--- config.mk ---
export PLATFORM = sky130hd
export DESIGN_NAME = hyper_scheduler
export DESIGN_NICKNAME = d
export VERILOG_FILES = /design/src/source/sched_pkg.sv /design/src/source/xfer_pkg.sv /design/src/source/slot_carousel.sv /design/src/source/transfer_dispatcher.sv /design/src/source/block_sequencer.sv /design/src/source/transfer_mailbox.sv /design/src/source/hyper_scheduler.sv
export SDC_FILE = /design/constraint.sdc
export NUM_CORES = 1
export LEC_CHECK = 0
export BUFFER_PORTS_ARGS = -buffer_cell sky130_fd_sc_hd__buf_2
export CAP_MARGIN = 20
export CORE_MARGIN = 2
export CORE_UTILIZATION = 65
export DETAILED_ROUTE_END_ITERATION = 8
export PLACE_DENSITY = 0.84
export REMOVE_ABC_BUFFERS = 1
export SLEW_MARGIN = 20
export SYNTH_ARGS = -nofsm -noshare
export SYNTH_HDL_FRONTEND = slang
export SYNTH_SLANG_ARGS = --single-unit
--- constraint.sdc ---
create_clock -name CLK -period 6.85 [get_ports CLK]
set_input_delay 0.3425 -clock CLK [delete_from_list [all_inputs] [get_ports CLK]]
set_output_delay 0.3425 -clock CLK [all_outputs]
set_load 0.005 [all_outputs]
--- src/source/sched_pkg.sv ---
package sched_pkg;

  // ------------------------------
  // carousel positions
  // ------------------------------
  typedef logic [7:0] slot_t;   // fast carousel position
  typedef logic [3:0] frame_t;  // frame carousel position, odd = refresh
  typedef logic [2:0] stream_t;

  localparam int NUM_STREAMS = 8;

  // the two fast opportunities within one fast revolution
  localparam slot_t FAST_SLOT_A = 8'd0;
  localparam slot_t FAST_SLOT_B = 8'd96;

  // even frames 0..10 carry the six slow streams
  localparam frame_t SLOW_FRAME_LAST = 4'd10;

  localparam stream_t STREAM_FAST_A = 3'd6;  // owns slot A outside slow frames
  localparam stream_t STREAM_FAST_B = 3'd7;  // always owns slot B

  // ------------------------------
  // opportunity strobe
  // ------------------------------
  typedef struct packed {
    logic    fast_hit;     // transfer opportunity
    logic    refresh_hit;  // refresh opportunity, odd frames only
    stream_t stream;       // owner of the opportunity
  } opportunity_t;

endpackage

--- src/source/xfer_pkg.sv ---
package xfer_pkg;

  // ------------------------------
  // DRAM transfer address
  // ------------------------------
  localparam logic [12:0] PAGE_BYTES = 13'h1000;  // 4 KiB page

  typedef struct packed {
    logic [19:0] page;
    logic [11:0] offset;
  } xfer_page_t;

  // same word seen flat (mailbox) or split (sequencer)
  typedef union packed {
    logic [31:0] word;
    xfer_page_t  po;
  } xfer_addr_u;

  // ------------------------------
  // dispatcher <-> sequencer
  // ------------------------------
  typedef struct packed {
    xfer_addr_u  start;
    logic [5:0]  length;   // bytes requested
    logic [1:0]  section;  // switch section
  } block_cmd_t;

  typedef struct packed {
    xfer_addr_u  old_addr;     // address reached
    logic [5:0]  count_sent;
    logic        end_of_page;  // block clipped at page end and fully sent
  } block_rpt_t;

  // one mailbox access, same layout for both ports
  typedef struct packed {
    logic        read;
    logic        write;
    logic [2:0]  addr;
    logic [31:0] data;
  } mbox_req_t;

  // toward the external block mover
  typedef struct packed {
    logic [11:0] start;      // offset inside the aligned page
    logic [5:0]  count_req;
    logic [1:0]  section;
    logic        issue;      // one-cycle pulse
  } mover_cmd_t;

endpackage

--- src/source/slot_carousel.sv ---
module slot_carousel #(
  parameter int SLOT_LAST = 191
) (
  input  logic                    CLK,
  input  logic                    RST,
  output sched_pkg::opportunity_t opportunity
);
  import sched_pkg::*;

  slot_t        fast_pos;
  frame_t       frame_pos;
  logic         fast_wrap;
  logic         at_slot_a;
  logic         at_slot_b;
  logic         refresh_frame;
  logic         slow_frame;
  opportunity_t opp_next;

  assign fast_wrap     = fast_pos == slot_t'(SLOT_LAST);
  assign at_slot_a     = fast_pos == FAST_SLOT_A;
  assign at_slot_b     = fast_pos == FAST_SLOT_B;
  assign refresh_frame = frame_pos[0];
  assign slow_frame    = !frame_pos[0] && (frame_pos <= SLOW_FRAME_LAST);

  // ------------------------------
  // opportunity decode
  // ------------------------------
  always_comb
  begin
    opp_next.fast_hit    = at_slot_a || at_slot_b;
    opp_next.refresh_hit = at_slot_a && refresh_frame;  // first hit of the frame
    if (at_slot_b)
      opp_next.stream = STREAM_FAST_B;
    else if (slow_frame)
      opp_next.stream = frame_pos[3:1];  // frame halved
    else
      opp_next.stream = STREAM_FAST_A;
  end

  // ------------------------------
  // counters
  // ------------------------------
  always_ff @(posedge CLK)
  begin
    if (!RST)
    begin
      // out of bounds, first hit comes after the counter wraps
      fast_pos    <= slot_t'(SLOT_LAST + 2);
      frame_pos   <= 4'd3;
      opportunity <= '0;
    end
    else
    begin
      if (fast_wrap)
      begin
        fast_pos  <= '0;
        frame_pos <= frame_pos + 4'd1;
      end
      else
        fast_pos <= fast_pos + 8'd1;

      opportunity <= opp_next;  // one-cycle strobe
    end
  end

  // strobes only ever come from the two fast positions
  a_hit_position : assert property (@(posedge CLK) disable iff (!RST)
    (opportunity.fast_hit || opportunity.refresh_hit) |->
      ($past(fast_pos) == FAST_SLOT_A || $past(fast_pos) == FAST_SLOT_B));

endmodule

--- src/source/transfer_dispatcher.sv ---
module transfer_dispatcher #(
  parameter int BLOCK_LENGTH = 63
) (
  input  logic                    CLK,
  input  logic                    RST,
  input  sched_pkg::opportunity_t opportunity,
  output xfer_pkg::mbox_req_t     mbox_req,
  input  xfer_pkg::xfer_addr_u    mbox_rdata,
  output logic                    go,
  output xfer_pkg::block_cmd_t    cmd,
  input  logic                    ready,
  input  xfer_pkg::block_rpt_t    rpt,
  output logic                    refresh_strobe
);
  import sched_pkg::*;
  import xfer_pkg::*;

  logic [1:0] trans_req;
  logic [1:0] trans_ack;
  logic [1:0] refresh_req;
  logic [1:0] refresh_ack;
  stream_t    queue [4];  // owner per outstanding opportunity
  stream_t    cur_stream;
  logic       busy;
  logic [1:0] rd_pipe;    // mailbox read in flight
  logic       ready_prev;

  logic       ready_rise;
  logic       trans_pending;
  logic       refresh_pending;
  logic       can_start;
  logic       start_read;
  logic       exec_refresh;
  logic       write_back;
  logic       reissue;
  logic       load_cmd;
  xfer_addr_u new_addr;
  logic [5:0] new_len;

  assign ready_rise      = ready && !ready_prev;
  assign trans_pending   = trans_req != trans_ack;
  assign refresh_pending = refresh_req != refresh_ack;

  assign can_start    = ready && !busy && !go && !ready_rise;
  assign exec_refresh = can_start && refresh_pending;  // refresh wins
  assign start_read   = can_start && trans_pending && !refresh_pending;

  assign write_back = ready_rise && busy;
  assign reissue    = write_back && rpt.end_of_page;
  assign load_cmd   = rd_pipe[1] || reissue;

  // continue from the page boundary, or start from the mailbox word
  assign new_addr = reissue ? rpt.old_addr : mbox_rdata;
  assign new_len  = reissue ? cmd.length - rpt.count_sent : 6'(BLOCK_LENGTH);

  // ------------------------------
  // mailbox port
  // ------------------------------
  always_comb
  begin
    mbox_req       = '0;
    mbox_req.read  = start_read;
    mbox_req.write = write_back;
    mbox_req.addr  = write_back ? cur_stream : queue[trans_ack];
    mbox_req.data  = rpt.old_addr.word;
  end

  always_ff @(posedge CLK)
  begin
    if (!RST)
    begin
      trans_req      <= '0;
      trans_ack      <= '0;
      refresh_req    <= '0;
      refresh_ack    <= '0;
      cur_stream     <= '0;
      busy           <= 1'b0;
      rd_pipe        <= '0;
      ready_prev     <= 1'b1;
      go             <= 1'b0;
      cmd            <= '0;
      refresh_strobe <= 1'b0;
    end
    else
    begin
      ready_prev <= ready;
      rd_pipe    <= {rd_pipe[0], start_read};

      // queue opportunities as counter mismatches
      if (opportunity.fast_hit)
      begin
        queue[trans_req] <= opportunity.stream;
        trans_req        <= trans_req + 2'd1;  // wraps when full
      end
      if (opportunity.refresh_hit)
        refresh_req <= refresh_req + 2'd1;

      if (start_read)
      begin
        cur_stream <= queue[trans_ack];
        trans_ack  <= trans_ack + 2'd1;
        busy       <= 1'b1;
      end
      else if (write_back && !rpt.end_of_page)
        busy <= 1'b0;  // transfer complete

      if (exec_refresh)
      begin
        refresh_strobe <= ~refresh_strobe;
        refresh_ack    <= refresh_ack + 2'd1;
      end

      if (load_cmd)
      begin
        cmd.start   <= new_addr;
        cmd.length  <= new_len;
        cmd.section <= cur_stream[1:0];
      end

      // go held until the sequencer drops ready
      if (load_cmd)
        go <= 1'b1;
      else if (!ready)
        go <= 1'b0;
    end
  end

  a_go_when_ready : assert property (@(posedge CLK) disable iff (!RST)
    $rose(go) |-> ready);

endmodule

--- src/source/block_sequencer.sv ---
module block_sequencer (
  input  logic                 CLK,
  input  logic                 RST,
  input  logic                 go,
  input  xfer_pkg::block_cmd_t cmd,
  output logic                 ready,
  output xfer_pkg::block_rpt_t rpt,
  output xfer_pkg::mover_cmd_t mover,
  input  logic [5:0]           blck_count_sent,
  input  logic                 blck_working,
  output logic [19:0]          page_addr,
  output logic                 request_align,
  input  logic                 grant_align
);
  import xfer_pkg::*;

  // one-hot state bits, shifted left on each step
  localparam int ST_LATCH = 0;
  localparam int ST_SIZE  = 1;
  localparam int ST_WAIT  = 2;
  localparam int ST_IDLE  = 3;

  logic [3:0]  state;
  logic        working_prev;
  logic [1:0]  issue_op;      // toggle pair
  logic        issued;
  logic        clipped;
  logic [11:0] blk_start;
  logic [5:0]  blk_len;
  logic [5:0]  blk_count;
  logic [1:0]  blk_section;

  logic        do_go;
  logic        done;
  logic        step;
  logic        can_issue;
  logic [12:0] end_addr;
  logic [12:0] rest_of_page;
  logic        crosses;

  assign ready = state[ST_IDLE];
  assign do_go = go && state[ST_IDLE];
  assign done  = state[ST_WAIT] && working_prev && !blck_working;  // falling edge
  assign step  = do_go || state[ST_LATCH] || state[ST_SIZE] || done;

  assign end_addr     = {1'b0, blk_start} + 13'(blk_len);
  assign crosses      = end_addr > PAGE_BYTES;
  assign rest_of_page = PAGE_BYTES - {1'b0, blk_start};

  assign can_issue = request_align && grant_align && !issued && !blck_working &&
                     !working_prev && (state[ST_SIZE] || state[ST_WAIT]);

  always_comb
  begin
    mover.start     = blk_start;
    mover.count_req = blk_count;
    mover.section   = blk_section;
    mover.issue     = issue_op[0] ^ issue_op[1];
  end

  always_ff @(posedge CLK)
  begin
    if (!RST)
    begin
      state         <= 4'b1000;  // idle
      working_prev  <= 1'b0;
      issue_op      <= '0;
      issued        <= 1'b0;
      clipped       <= 1'b0;
      request_align <= 1'b0;
      page_addr     <= '0;
      blk_start     <= '0;
      blk_len       <= '0;
      blk_count     <= '0;
      blk_section   <= '0;
      rpt           <= '0;
    end
    else
    begin
      working_prev <= blck_working;

      if (step)
        state <= {state[2:0], do_go};

      // ------------------------------
      // latch: split address, ask for alignment
      // ------------------------------
      if (state[ST_LATCH])
      begin
        request_align <= 1'b1;
        page_addr     <= cmd.start.po.page;
        blk_start     <= cmd.start.po.offset;
        blk_len       <= cmd.length;
        blk_section   <= cmd.section;
        issued        <= 1'b0;
      end

      // size: clip to the bytes left in the page
      if (state[ST_SIZE])
      begin
        clipped   <= crosses;
        blk_count <= crosses ? rest_of_page[5:0] : blk_len;
      end

      if (can_issue)
      begin
        issue_op[0] <= ~issue_op[0];
        issued      <= 1'b1;
      end
      issue_op[1] <= issue_op[0];

      // ------------------------------
      // completion report
      // ------------------------------
      if (done)
      begin
        request_align       <= 1'b0;
        rpt.old_addr.word   <= {page_addr, blk_start} + 32'(blck_count_sent);
        rpt.count_sent      <= blck_count_sent;
        rpt.end_of_page     <= clipped && (blk_count == blck_count_sent);
      end
    end
  end

  a_state_onehot : assert property (@(posedge CLK) disable iff (!RST)
    $onehot(state));

endmodule

--- src/source/transfer_mailbox.sv ---
module transfer_mailbox (
  input  logic                 CLK,
  input  logic                 RST,
  input  xfer_pkg::mbox_req_t  int_req,
  output xfer_pkg::xfer_addr_u int_rdata,
  input  xfer_pkg::mbox_req_t  cpu_req,
  output logic [31:0]          cpu_rdata,
  output logic                 cpu_read_ack,
  output logic                 cpu_write_ack
);
  import sched_pkg::*;
  import xfer_pkg::*;

  xfer_addr_u  mem [NUM_STREAMS];
  logic [2:0]  read_addr;    // shared by both ports
  logic        int_read_r;

  logic        cpu_rd;
  logic        cpu_wr;
  logic        we;
  logic [2:0]  write_addr;
  logic [31:0] write_data;
  xfer_addr_u  rd_word;

  assign rd_word = mem[read_addr];

  // internal port first, ack pulse blocks a CPU repeat
  assign cpu_rd = cpu_req.read && !(int_req.read || cpu_read_ack);
  assign cpu_wr = cpu_req.write && !(int_req.write || cpu_write_ack);

  assign we         = int_req.write || cpu_wr;
  assign write_addr = int_req.write ? int_req.addr : cpu_req.addr;
  assign write_data = int_req.write ? int_req.data : cpu_req.data;

  always_ff @(posedge CLK)
  begin
    if (!RST)
    begin
      for (int i = 0; i < NUM_STREAMS; i++)
        mem[i] <= '0;
      read_addr     <= '0;
      int_read_r    <= 1'b0;
      int_rdata     <= '0;
      cpu_rdata     <= '0;
      cpu_read_ack  <= 1'b0;
      cpu_write_ack <= 1'b0;
    end
    else
    begin
      // ------------------------------
      // reads, data one cycle after ack
      // ------------------------------
      if (int_read_r)
        int_rdata <= rd_word;
      if (cpu_read_ack)
        cpu_rdata <= rd_word.word;

      int_read_r   <= int_req.read;
      cpu_read_ack <= cpu_rd;

      if (int_req.read)
        read_addr <= int_req.addr;
      else if (cpu_rd)
        read_addr <= cpu_req.addr;

      // writes
      if (we)
        mem[write_addr].word <= write_data;
      cpu_write_ack <= cpu_wr;
    end
  end

  a_read_ports_exclusive : assert property (@(posedge CLK) disable iff (!RST)
    !(cpu_read_ack && int_read_r));

endmodule

--- src/source/hyper_scheduler.sv ---
module hyper_scheduler #(
  parameter int SLOT_LAST    = 191,
  parameter int BLOCK_LENGTH = 63
) (
  input  logic                 CLK,
  input  logic                 RST,
  // cpu mailbox port
  input  xfer_pkg::mbox_req_t  cpu_req,
  output logic [31:0]          cpu_rdata,
  output logic                 cpu_read_ack,
  output logic                 cpu_write_ack,
  // block mover
  output xfer_pkg::mover_cmd_t mover,
  input  logic [5:0]           blck_count_sent,
  input  logic                 blck_working,
  // memory controller
  output logic [19:0]          page_addr,
  output logic                 request_align,
  input  logic                 grant_align,
  output logic                 refresh_strobe
);
  import sched_pkg::*;
  import xfer_pkg::*;

  opportunity_t opportunity;
  mbox_req_t    mbox_req;
  xfer_addr_u   mbox_rdata;
  logic         go;
  logic         ready;
  block_cmd_t   cmd;
  block_rpt_t   rpt;

  // ------------------------------
  // decode
  // ------------------------------
  slot_carousel #(
    .SLOT_LAST (SLOT_LAST)
  ) i_carousel (
    .CLK         (CLK),
    .RST         (RST),
    .opportunity (opportunity)
  );

  // execute
  transfer_dispatcher #(
    .BLOCK_LENGTH (BLOCK_LENGTH)
  ) i_dispatcher (
    .CLK            (CLK),
    .RST            (RST),
    .opportunity    (opportunity),
    .mbox_req       (mbox_req),
    .mbox_rdata     (mbox_rdata),
    .go             (go),
    .cmd            (cmd),
    .ready          (ready),
    .rpt            (rpt),
    .refresh_strobe (refresh_strobe)
  );

  block_sequencer i_sequencer (
    .CLK             (CLK),
    .RST             (RST),
    .go              (go),
    .cmd             (cmd),
    .ready           (ready),
    .rpt             (rpt),
    .mover           (mover),
    .blck_count_sent (blck_count_sent),
    .blck_working    (blck_working),
    .page_addr       (page_addr),
    .request_align   (request_align),
    .grant_align     (grant_align)
  );

  // result
  transfer_mailbox i_mailbox (
    .CLK           (CLK),
    .RST           (RST),
    .int_req       (mbox_req),
    .int_rdata     (mbox_rdata),
    .cpu_req       (cpu_req),
    .cpu_rdata     (cpu_rdata),
    .cpu_read_ack  (cpu_read_ack),
    .cpu_write_ack (cpu_write_ack)
  );

endmodule

==> results.toml, run 1 <==
[synth]
synth-seq-cells = 511
syn_area_mm2 = 0.0217
ys_types = 51
syn_inst = 1847
synth.yosys.seq_area_share_pct = 59.6
synth_enable_flop_cells = 268
synth_ff_type = "edfxtp_1"
postSynthAreaPerCell_um2 = 11.7
synthArstFlopShare_pct = 0
yosysWarnings = 0

[routing]
via_count = 15300
ant_nets = 0
vias_per_cell = 6.36
drc = 0
firstDrtPassIters = 5
wl_per_cell_um = 22.9
first_iter_violations = 1999
wl_um = 55100

[grt]
grt_util_all_layers_pct = 31.5
grt_busiest_layer = "met2"
met1_usage_pct = 41.6
grt.overflow.total = 0
grt_pass1_vias = 15300
antenna_found_initial = 0
grtUsageMet2_pct = 52.4
grt_pass1_wl_um = 85700
use_met3_pct = 5.17
grt_max_degree = 113

[die]
core_region_area_mm2 = 0.0327
die_height_um = 187
rows = 66
dieArea_mm2 = 0.0348
io_pins = 124
die_x_um = 187
start_util_pct = 66.3

[clock_tree]
cts_tree = "built"
cts_buffers = 49
cts_resized = 0
clk_path_buf_depth = 3
postCtsHoldBufs = 0
clk_pin_slew_worst_paths_ns = 0.06
htree_levels = 2
clk_latency_ns = 0.57
root_buffer = "clkbuf_16"
cts_setup_buffers = 0
cts_sinks = 511

[job]
max-cap-violations = 0

[worst_setup_path]
critPathArrivalTime_ns = 4.09
required_ns = 7.14
crit_type = "register to register"
cp_max_fo = 33
ff2ff_setup_slack_ns = 3.05
start_kind = "register"
endpoint_kind = "register"

[timing]
fin_crit_ns = 3.80
hold_viol = 0
rsz0062_at_grt = "false"
whs_ns = 0.0376
clock.fmax_ghz = 0.263
setup_violations = 0
post-route-period-util_pct = 55.4
worst_slack_ns = 3.05
skew_ns = 0.0127
slew_viol_final = 0
tns_ns = 0
worst_slew_pin_slew_ns = 1.12
max_slew_margin_pct = 25.0

[run_status]
status = "finished clean"

[final_layout]
antenna_cells = 0
fin_nets = 2003
final_layout_size_suffix_gt1_share_pct = 15.5
areaGrowthSynthToFinish_pct = 11.5

[worst_hold_path]
min_path_type = "primary input to register"

[place]
hpwl_um = 34200
gp_congestion = 0.841
place_ws_ns = 3.20
portBuffers = 123

[power_and_ir_drop]
leakagePower_nw = 9.02
power.density_mw_per_mm2 = 287
vdd_drop_max_mv = 0.170
stage by stage:
step	util (%)	total power, mW	cells	cell area, um^2
2_1_floorplan	-	4.03	1725	21200
4_1_cts	73.9	6.93	2410	24200
3_3_place_gp	69.0	4.26	2318	22600
3_5_place_dp	69.0	4.29	2318	22600
5_1_grt	73.9	7.14	2410	24200
6_report	73.9	6.93	2410	24200
power by group:
| part | switching, mW | internal [mW] |
|---|---|---|
| clock network | 1.15 | 1.53 |
| registers | 0.109 | 3.37 |
| logic | 0.453 | 0.318 |
state kept, by name (all words and copies together) (netlist names), 3 cells and up, named ones only:
name,cells
i_carousel.frame_pos,4
i_sequencer.page_addr,20
i_carousel.fast_pos,8
i_mailbox.cpu_rdata,32
i_mailbox.read_addr,3
i_sequencer.blk_start,12
i_dispatcher.cur_stream,3
i_dispatcher.queue,12
i_dispatcher.cmd,40
i_mailbox.mem,256
i_sequencer.blk_count,6
i_sequencer.blk_len,6
i_carousel.opportunity,5
i_sequencer.state,4
i_mailbox.int_rdata,32
i_sequencer.rpt,39
worst paths after layout:
path | start | end | depth (start not counted)
setup / recovery | i_sequencer.state[3] | i_mailbox.mem[7][11] | 8
hold / removal | blck_working | i_sequencer.working_prev | 2
setup reg to reg | i_sequencer.state[3] | i_mailbox.mem[7][11] | 8
hold reg to reg | i_sequencer.rpt[3] | i_sequencer.rpt[3] | 2
cell families (layout without fill, tap and decap cells):
group                      count (synthesis)  in the layout  share of synthesized area [%]
and+or+nand+nor                          638            638                           12.3
DFF                                      511            511                           59.6
AOI/OAI and AO/OA                        237            237                           7.00
muxes                                    215            215                           13.8
buffers and inverters                    150            271                           2.85
xor gates and xnor gates                  67             67                           2.71
adders and majority gates                 29             29                           1.78
layer usage:
layer | routed length [um] | vias up
li1 | - | 6761
met1 | 20500 | 7459
met2 | 26700 | 950
met3 | 5620 | 161
met4 | 2220 | 0
met5 | 0 | -
critical path, cell delays in order, from the launching register on:
cell and delay (ns):
dfxtp_1 0.43, nand3_2 0.78, buf_4 0.57, nand3_1 0.15, a21oi_1 0.14, nand2_1 0.13
buf_4 0.37, nand2_1 0.50, buf_4 0.41
synthesized netlist by cell type, drive strengths merged, types with 3 or more instances:
library cell	number	area (um^2)
and2	6	37.5
ha	26	325
a211oi	105	801
nor3	15	75.1
nor4b	3	41.3
inv	28	105
xor2	36	315
a31oi	3	18.8
or2	5	31.3
or3	3	18.8
o21ai	45	225
dfxtp	243	4860
edfxtp	268	8050
buf	27	150
o211ai	3	22.5
o31ai	4	30.0
clkbuf	94	353
xnor2	31	272
o21a	4	30.0
nor4	6	37.5
a21oi	65	325
and3	13	81.3
nor2b	6	37.5
fa	3	60.1
nor2	455	1710
nand2	74	278
mux2i	148	1480
nand4	9	56.3
mux4	67	1510
nand2b	10	62.6
nand3b	5	37.5
a21o	3	22.5
nand3	22	110
cell usage in the layout (no fill, tap or decap), types with 53 or more instances in the layout:
cell type | Yosys | routed
nand2_1 | 74 | 73
clkbuf_16 | 0 | 53
a21oi_1 | 65 | 65
mux4_2 | 67 | 67
edfxtp_1 | 268 | 268
buf_2 | 12 | 123
a211oi_1 | 104 | 104
dfxtp_1 | 243 | 236
mux2i_1 | 148 | 148
nor2_1 | 455 | 454
layout make-up:
cell class / instances / area [um^2]
Tap cell: 442 / 553
Sequential cell: 511 / 12900
Inverter: 28 / 110
Fill cell: 2081 / 8540
Clock inverter: 26 / 205
Clock buffer: 66 / 1390
Multi-Input combinational cell: 1186 / 8150
Timing Repair Buffer: 151 / 826
No activity file was read; power rests on OpenSTA's default activity.
==> run 2: changes to the inputs <==
CORE_UTILIZATION = 61   (was 65)
PLACE_DENSITY = 0.8   (was 0.84)
clock period = 3.53 ns   (was 6.85 ns; I/O delays follow)
==> results.toml, run 2 (same netlist as run 1, synthesis figures left out) <==
[die]
die_height_um = 192
start_util_pct = 61.4
die_x_um = 192
core_region_area_mm2 = 0.0353
dieArea_mm2 = 0.0371
io_pins = 124
rows = 69

[clock_tree]
clk_path_buf_depth = 3
cts_resized = 0
cts_setup_buffers = 0
cts_sinks = 511
root_buffer = "clkbuf_16"
cts_buffers = 51
cts_tree = "built"
clk_latency_ns = 0.59
htree_levels = 2
clk_pin_slew_worst_paths_ns = 0.06

[place]
portBuffers = 123
hpwl_um = 33100
gp_congestion = 0.866
place_area_mm2 = 0.0227
place_inst = 2352

[power_and_ir_drop]
seqPwrFrac_pct = 50.4
power.density_mw_per_mm2 = 554
p_sw_mw = 3.32
power.total_mw = 13.6
p_comb_share_pct = 10.3
p_clk_share_pct = 39.3
vdd_drop_max_mv = 0.391
p_sw_share_pct = 24.5
p_int_mw = 10.2
leakagePower_nw = 9.17

[worst_setup_path]
r2r-end = "i_sequencer.rpt[29]"
cp_top_family = "compound AO/OA/AOI/OAI gates"
endpoint_kind = "register"
cp_max_fo = 8
critPathArrivalTime_ns = 3.42
crit_type = "register to register"
critPathCapture = "i_sequencer.rpt[29]"
slowest_delay_ns = 0.47
cpMaxStageDelayCell = "dfxtp_1"
r2r_start = "i_sequencer.blk_start[0]"
cp_cell_sequence = "ha_1 > inv_1 > fa_1 > nor2b_1 > o21ai_0 > a21boi_0 > buf_4 > o211ai_1 > nor3_1 > xnor2_1 > a21oi_1"
ff2ff_setup_slack_ns = 0.57
required_ns = 3.99
cp-startpoint = "i_sequencer.blk_start[0]"
ff2ff_path_depth = 11
crit_cells = 11
path_buf_inv = 2
start_kind = "register"

[final_layout]
final_util_pct = 69.2
largest_reg_flops = 256
fin_area_mm2 = 0.0244
layout_common_cells = "nor2_1, edfxtp_1, dfxtp_1"
areaGrowthSynthToFinish_pct = 12.8
final_layout_size_suffix_gt1_share_pct = 16.5
regMostFlops = "i_mailbox.mem"
reg.largest.list = "i_mailbox.mem (256), i_dispatcher.cmd (40), i_sequencer.rpt (39)"
multi_input_area_mm2 = 0.00815
fin_nets = 2028
mostFrequentLayoutCell = "nor2_1"
stdcell_count = 2456
seq_area_mm2 = 0.0129
nFillCells = 2445

[routing]
wl_um = 54700
drc = 0
via_count = 15100
first_iter_violations = 1557
wl_per_cell_um = 22.3
firstDrtPassIters = 5
vias_per_cell = 6.14
ant_nets = 0

[timing]
hold_viol = 0
rsz0062_at_grt = "false"
slew_viol_final = 0
setup_violations = 0
worst_slew_pin_slew_ns = 1.01
max_slew_margin_pct = 32.6
skew_ns = 0.0159
post-route-period-util_pct = 83.9
fin_crit_ns = 2.96
clock.fmax_ghz = 0.338
whs_ns = 0.0440

[grt]
antenna_found_initial = 1
grt_pass1_vias = 15000
grt.overflow.total = 0
grt_pass1_wl_um = 82700
grt_util_all_layers_pct = 29.7
grt_max_degree = 88

[run_status]
status = "finished clean"

[job]
max-cap-violations = 0

[worst_hold_path]
min_path_type = "primary input to register"
-- run 2: power groups by stage --
stage	clock, mW	combinational, mW	sequential (mW)
2_1_floorplan	0	0.879	6.95
3_3_place_gp	0	1.35	6.93
3_5_place_dp	0	1.38	6.95
4_1_cts	5.36	1.40	6.83
5_1_grt	5.57	1.51	6.86
6_report	5.32	1.40	6.83
-- run 2: worst min-delay path by stage --
stage | start | end | cells after the start
after floorplan | RST | i_carousel.fast_pos[6] | 1
after global placement | blck_working | i_sequencer.working_prev | 2
after detailed placement | blck_working | i_sequencer.working_prev | 2
after CTS | cpu_req[36] | i_mailbox.cpu_read_ack | 4
after global routing | cpu_req[36] | i_mailbox.cpu_read_ack | 4
final | cpu_req[36] | i_mailbox.cpu_read_ack | 4
-- run 2: worst reg2reg max path, stage by stage, from the launching register on --
cell	delay, ns
dfxtp_1	0.47
ha_1	0.23
inv_1	0.06
fa_1	0.40
nor2b_1	0.12
o21ai_0	0.10
a21boi_0	0.21
buf_4	0.17
o211ai_1	0.40
nor3_1	0.41
xnor2_1	0.18
a21oi_1	0.09
-- run 2: per-layer routing --
| metal | GRT usage, % | share of wire (%) | wire (um) |
|---|---|---|---|
| met1 | 38.2 | 38 | 21000 |
| met5 | 0 | 0 | 0 |
| met3 | 4.80 | 8.9 | 4850 |
| met4 | 13.2 | 3.9 | 2160 |
| met2 | 50.0 | 49 | 26700 |
-- run 2: timing repair --
item,CTS,global route
endpoints found under the hold margin,20,0
hold buffers,8,0
endpoints found under the setup margin,0,0
-- run 2: layout make-up --
class                      count  share of cell area [%]
sequential                   511                    52.9
antenna                        1                  0.0102
inverter                      28                   0.450
clock buffer                  73                    6.03
multi-input combinational   1186                    33.3
timing repair buffer         174                    4.27
clock inverter                22                   0.670
tap                          461                    2.36
-- run 2: per-stage QoR --
step / TNS (ns) / worst slack, ns
2_1_floorplan: -183.02 / -0.728
3_3_place_gp: 0 / 0.798
3_5_place_dp: 0 / 0.654
4_1_cts: 0 / 0.625
5_1_grt: 0 / 0.488
6_report: 0 / 0.570
==> run 3: changes to the inputs <==
ABC_AREA = 1   (was default)
CORE_UTILIZATION = 55   (was 61)
PLACE_DENSITY = 0.76   (was 0.8)
clock period = 2.45 ns   (was 3.53 ns; I/O delays follow)
==> results.toml, run 3 <==
[grt]
grt_pass1_wl_um = 96100
grt_util_all_layers_pct = 29.7
use_met3_pct = 4.93
grt.overflow.total = 0
antenna_found_initial = 1
grt_busiest_layer = "met2"
grt_pass1_vias = 17400
met1_usage_pct = 37.7
grtUsageMet2_pct = 50.0
grt_max_degree = 75

[final_layout]
mostFrequentLayoutCell = "nor2_1"
regMostFlops = "i_mailbox.mem"
areaGrowthSynthToFinish_pct = 15.8
largest_reg_flops = 256
final_layout_size_suffix_gt1_share_pct = 13.6
stdcell_count = 3122
layout_common_cells = "nor2_1, edfxtp_1, o21ai_0"
reg.largest.list = "i_mailbox.mem (256), i_dispatcher.cmd (40), i_sequencer.rpt (39)"
fin_nets = 2629

[synth]
syn_inst = 2419
synth.yosys.seq_area_share_pct = 57.6
yosys.cell_count.top_type = "nor2_1"
synth_area_leaders = "edfxtp_1, dfxtp_1, nor2_1"
postSynthAreaPerCell_um2 = 9.26
yosysWarnings = 0
synth_enable_flop_cells = 268
ys_types = 51
ys_top_cells_by_count = "nor2_1, edfxtp_1, o21ai_0, dfxtp_1, nand2_1"
synth_top_area_share_pct = 35.9
synth_ff_type = "edfxtp_1"
synth-seq-cells = 511
yosys.area.top_type = "edfxtp_1"
synthArstFlopShare_pct = 0
syn_area_mm2 = 0.0224

[worst_setup_path]
slowest_delay_ns = 0.45
cp_top_family = "simple AND/OR/NAND/NOR gates"
start_kind = "register"
critPathArrivalTime_ns = 2.83
cp_cell_sequence = "ha_4 > fa_2 > or2_4 > nor2_2 > nand2_1 > nor2_1 > nand3_1 > nor2_1 > nand3_2 > nand2_4 > buf_6 > nand2_1 > nand3_2 > a21oi_2"
cp_max_fo = 4
cpMaxStageDelayCell = "fa_2"
required_ns = 2.90
crit_type = "register to register"
path_buf_inv = 1
endpoint_kind = "register"

[clock_tree]
htree_levels = 2
cts_sinks = 511
clk_latency_ns = 0.60
cts_tree = "built"
clk_path_buf_depth = 3
root_buffer = "clkbuf_16"
clk_pin_slew_worst_paths_ns = 0.06
cts_buffers = 52

[place]
gp_congestion = 0.916
hpwl_um = 38600
place_ws_ns = 0.0283
portBuffers = 123
place_inst = 2988

[timing]
worst_slew_pin_slew_ns = 0.864
max_slew_margin_pct = 42.4
rsz0062_at_grt = "true"
post-route-period-util_pct = 97.1
clock.fmax_ghz = 0.420
hold_viol = 0
worst_slack_ns = 0.0704
setup_violations = 0
slew_viol_final = 0
fin_crit_ns = 2.38
skew_ns = 0.0139

[die]
core_region_area_mm2 = 0.0400
rows = 73
io_pins = 124
die_x_um = 206
die_height_um = 206
dieArea_mm2 = 0.0424
start_util_pct = 56.0

[routing]
ant_nets = 0
via_count = 18300
wl_per_cell_um = 20.2
drc = 0
first_iter_violations = 1947
vias_per_cell = 5.85
wl_um = 63000
firstDrtPassIters = 6

[power_and_ir_drop]
vdd_drop_max_mv = 0.563
leakagePower_nw = 10.5
power.density_mw_per_mm2 = 765

[run_status]
status = "finished clean"

[worst_hold_path]
min_path_type = "primary input to register"

[job]
max-cap-violations = 0
run 3: path summary, 6_finish.rpt:
| kind | start | to | slack (ns) | cells past startpoint |
|---|---|---|---|---|
| worst max-delay path | i_sequencer.blk_len[0] | i_sequencer.blk_count[1] | 0.07 | 14 |
| worst min-delay path | cpu_req[29] | i_mailbox.mem[0][29] | 0.03 | 4 |
| worst max register to register | i_sequencer.blk_len[0] | i_sequencer.blk_count[1] | 0.07 | 14 |
| worst min register to register | i_sequencer.rpt[3] | i_sequencer.rpt[3] | 0.46 | 2 |
run 3: worst register-to-register path: cells and delay by family (launching register included):
| family | cells | cell delay [ns] |
|---|---|---|
| AND/OR/NAND/NOR | 10 | 1.12 |
| adder cells (fa/ha/maj) | 2 | 0.62 |
| flip-flops | 1 | 0.35 |
| AO/OA/AOI/OAI | 1 | 0.05 |
| buffers and inverters | 1 | 0.11 |
run 3: cell type report:
type	count	area, um^2
antenna	1	2.50
multi-input combinational	1570	8160
clock buffer	78	1560
clock inverter	19	208
timing repair buffer	227	1710
sequential	511	12900
inverter	191	717
tap	525	657
fill	3205	14100
run 3: cells by family after synthesis:
logic type               share of synthesized area, %
adder cells (fa/ha/maj)                          1.72
AND/OR/NAND/NOR                                  16.2
flip-flops                                       57.6
XOR/XNOR                                         1.13
buffers and inverters                            6.17
AO/OA/AOI/OAI                                    15.0
multiplexers                                     2.10
run 3: repair_timing:
action,4_1_cts,5_1_grt
resized for setup,0,23
hold endpoints to repair,141,0
setup buffers,0,6
hold buffers,30,0
setup endpoints to repair,0,7
run 3: stage by stage:
stage / cell area [um^2] / hold WS, ns / utilization, % / power [mW] / TNS [ns]
2_1_floorplan: 21700 / 0.191 / - / 10.9 / -429.64
3_3_place_gp: 23800 / 0.323 / 59.4 / 11.8 / 0
3_5_place_dp: 23800 / 0.325 / 59.4 / 11.8 / 0
4_1_cts: 25800 / 0.00717 / 64.6 / 19.9 / 0
5_1_grt: 25900 / 0.0456 / 64.8 / 20.5 / -0.243
6_report: 25900 / 0.0316 / 64.8 / 19.8 / 0
run 3: power by group:
part	total [mW]	internal (mW)	leakage, nW	switching [mW]
logic	2.12	0.720	4.87	1.40
clock network	8.12	4.81	0.859	3.31
registers	9.60	9.37	4.73	0.233
total	19.8	14.9	10.5	4.95
run 3: routing by layer:
metal,up-vias,share of wire (%)
met1,8681,39
li1,8569,-
met4,0,4.0
met5,-,0
met2,853,48
met3,162,8.7
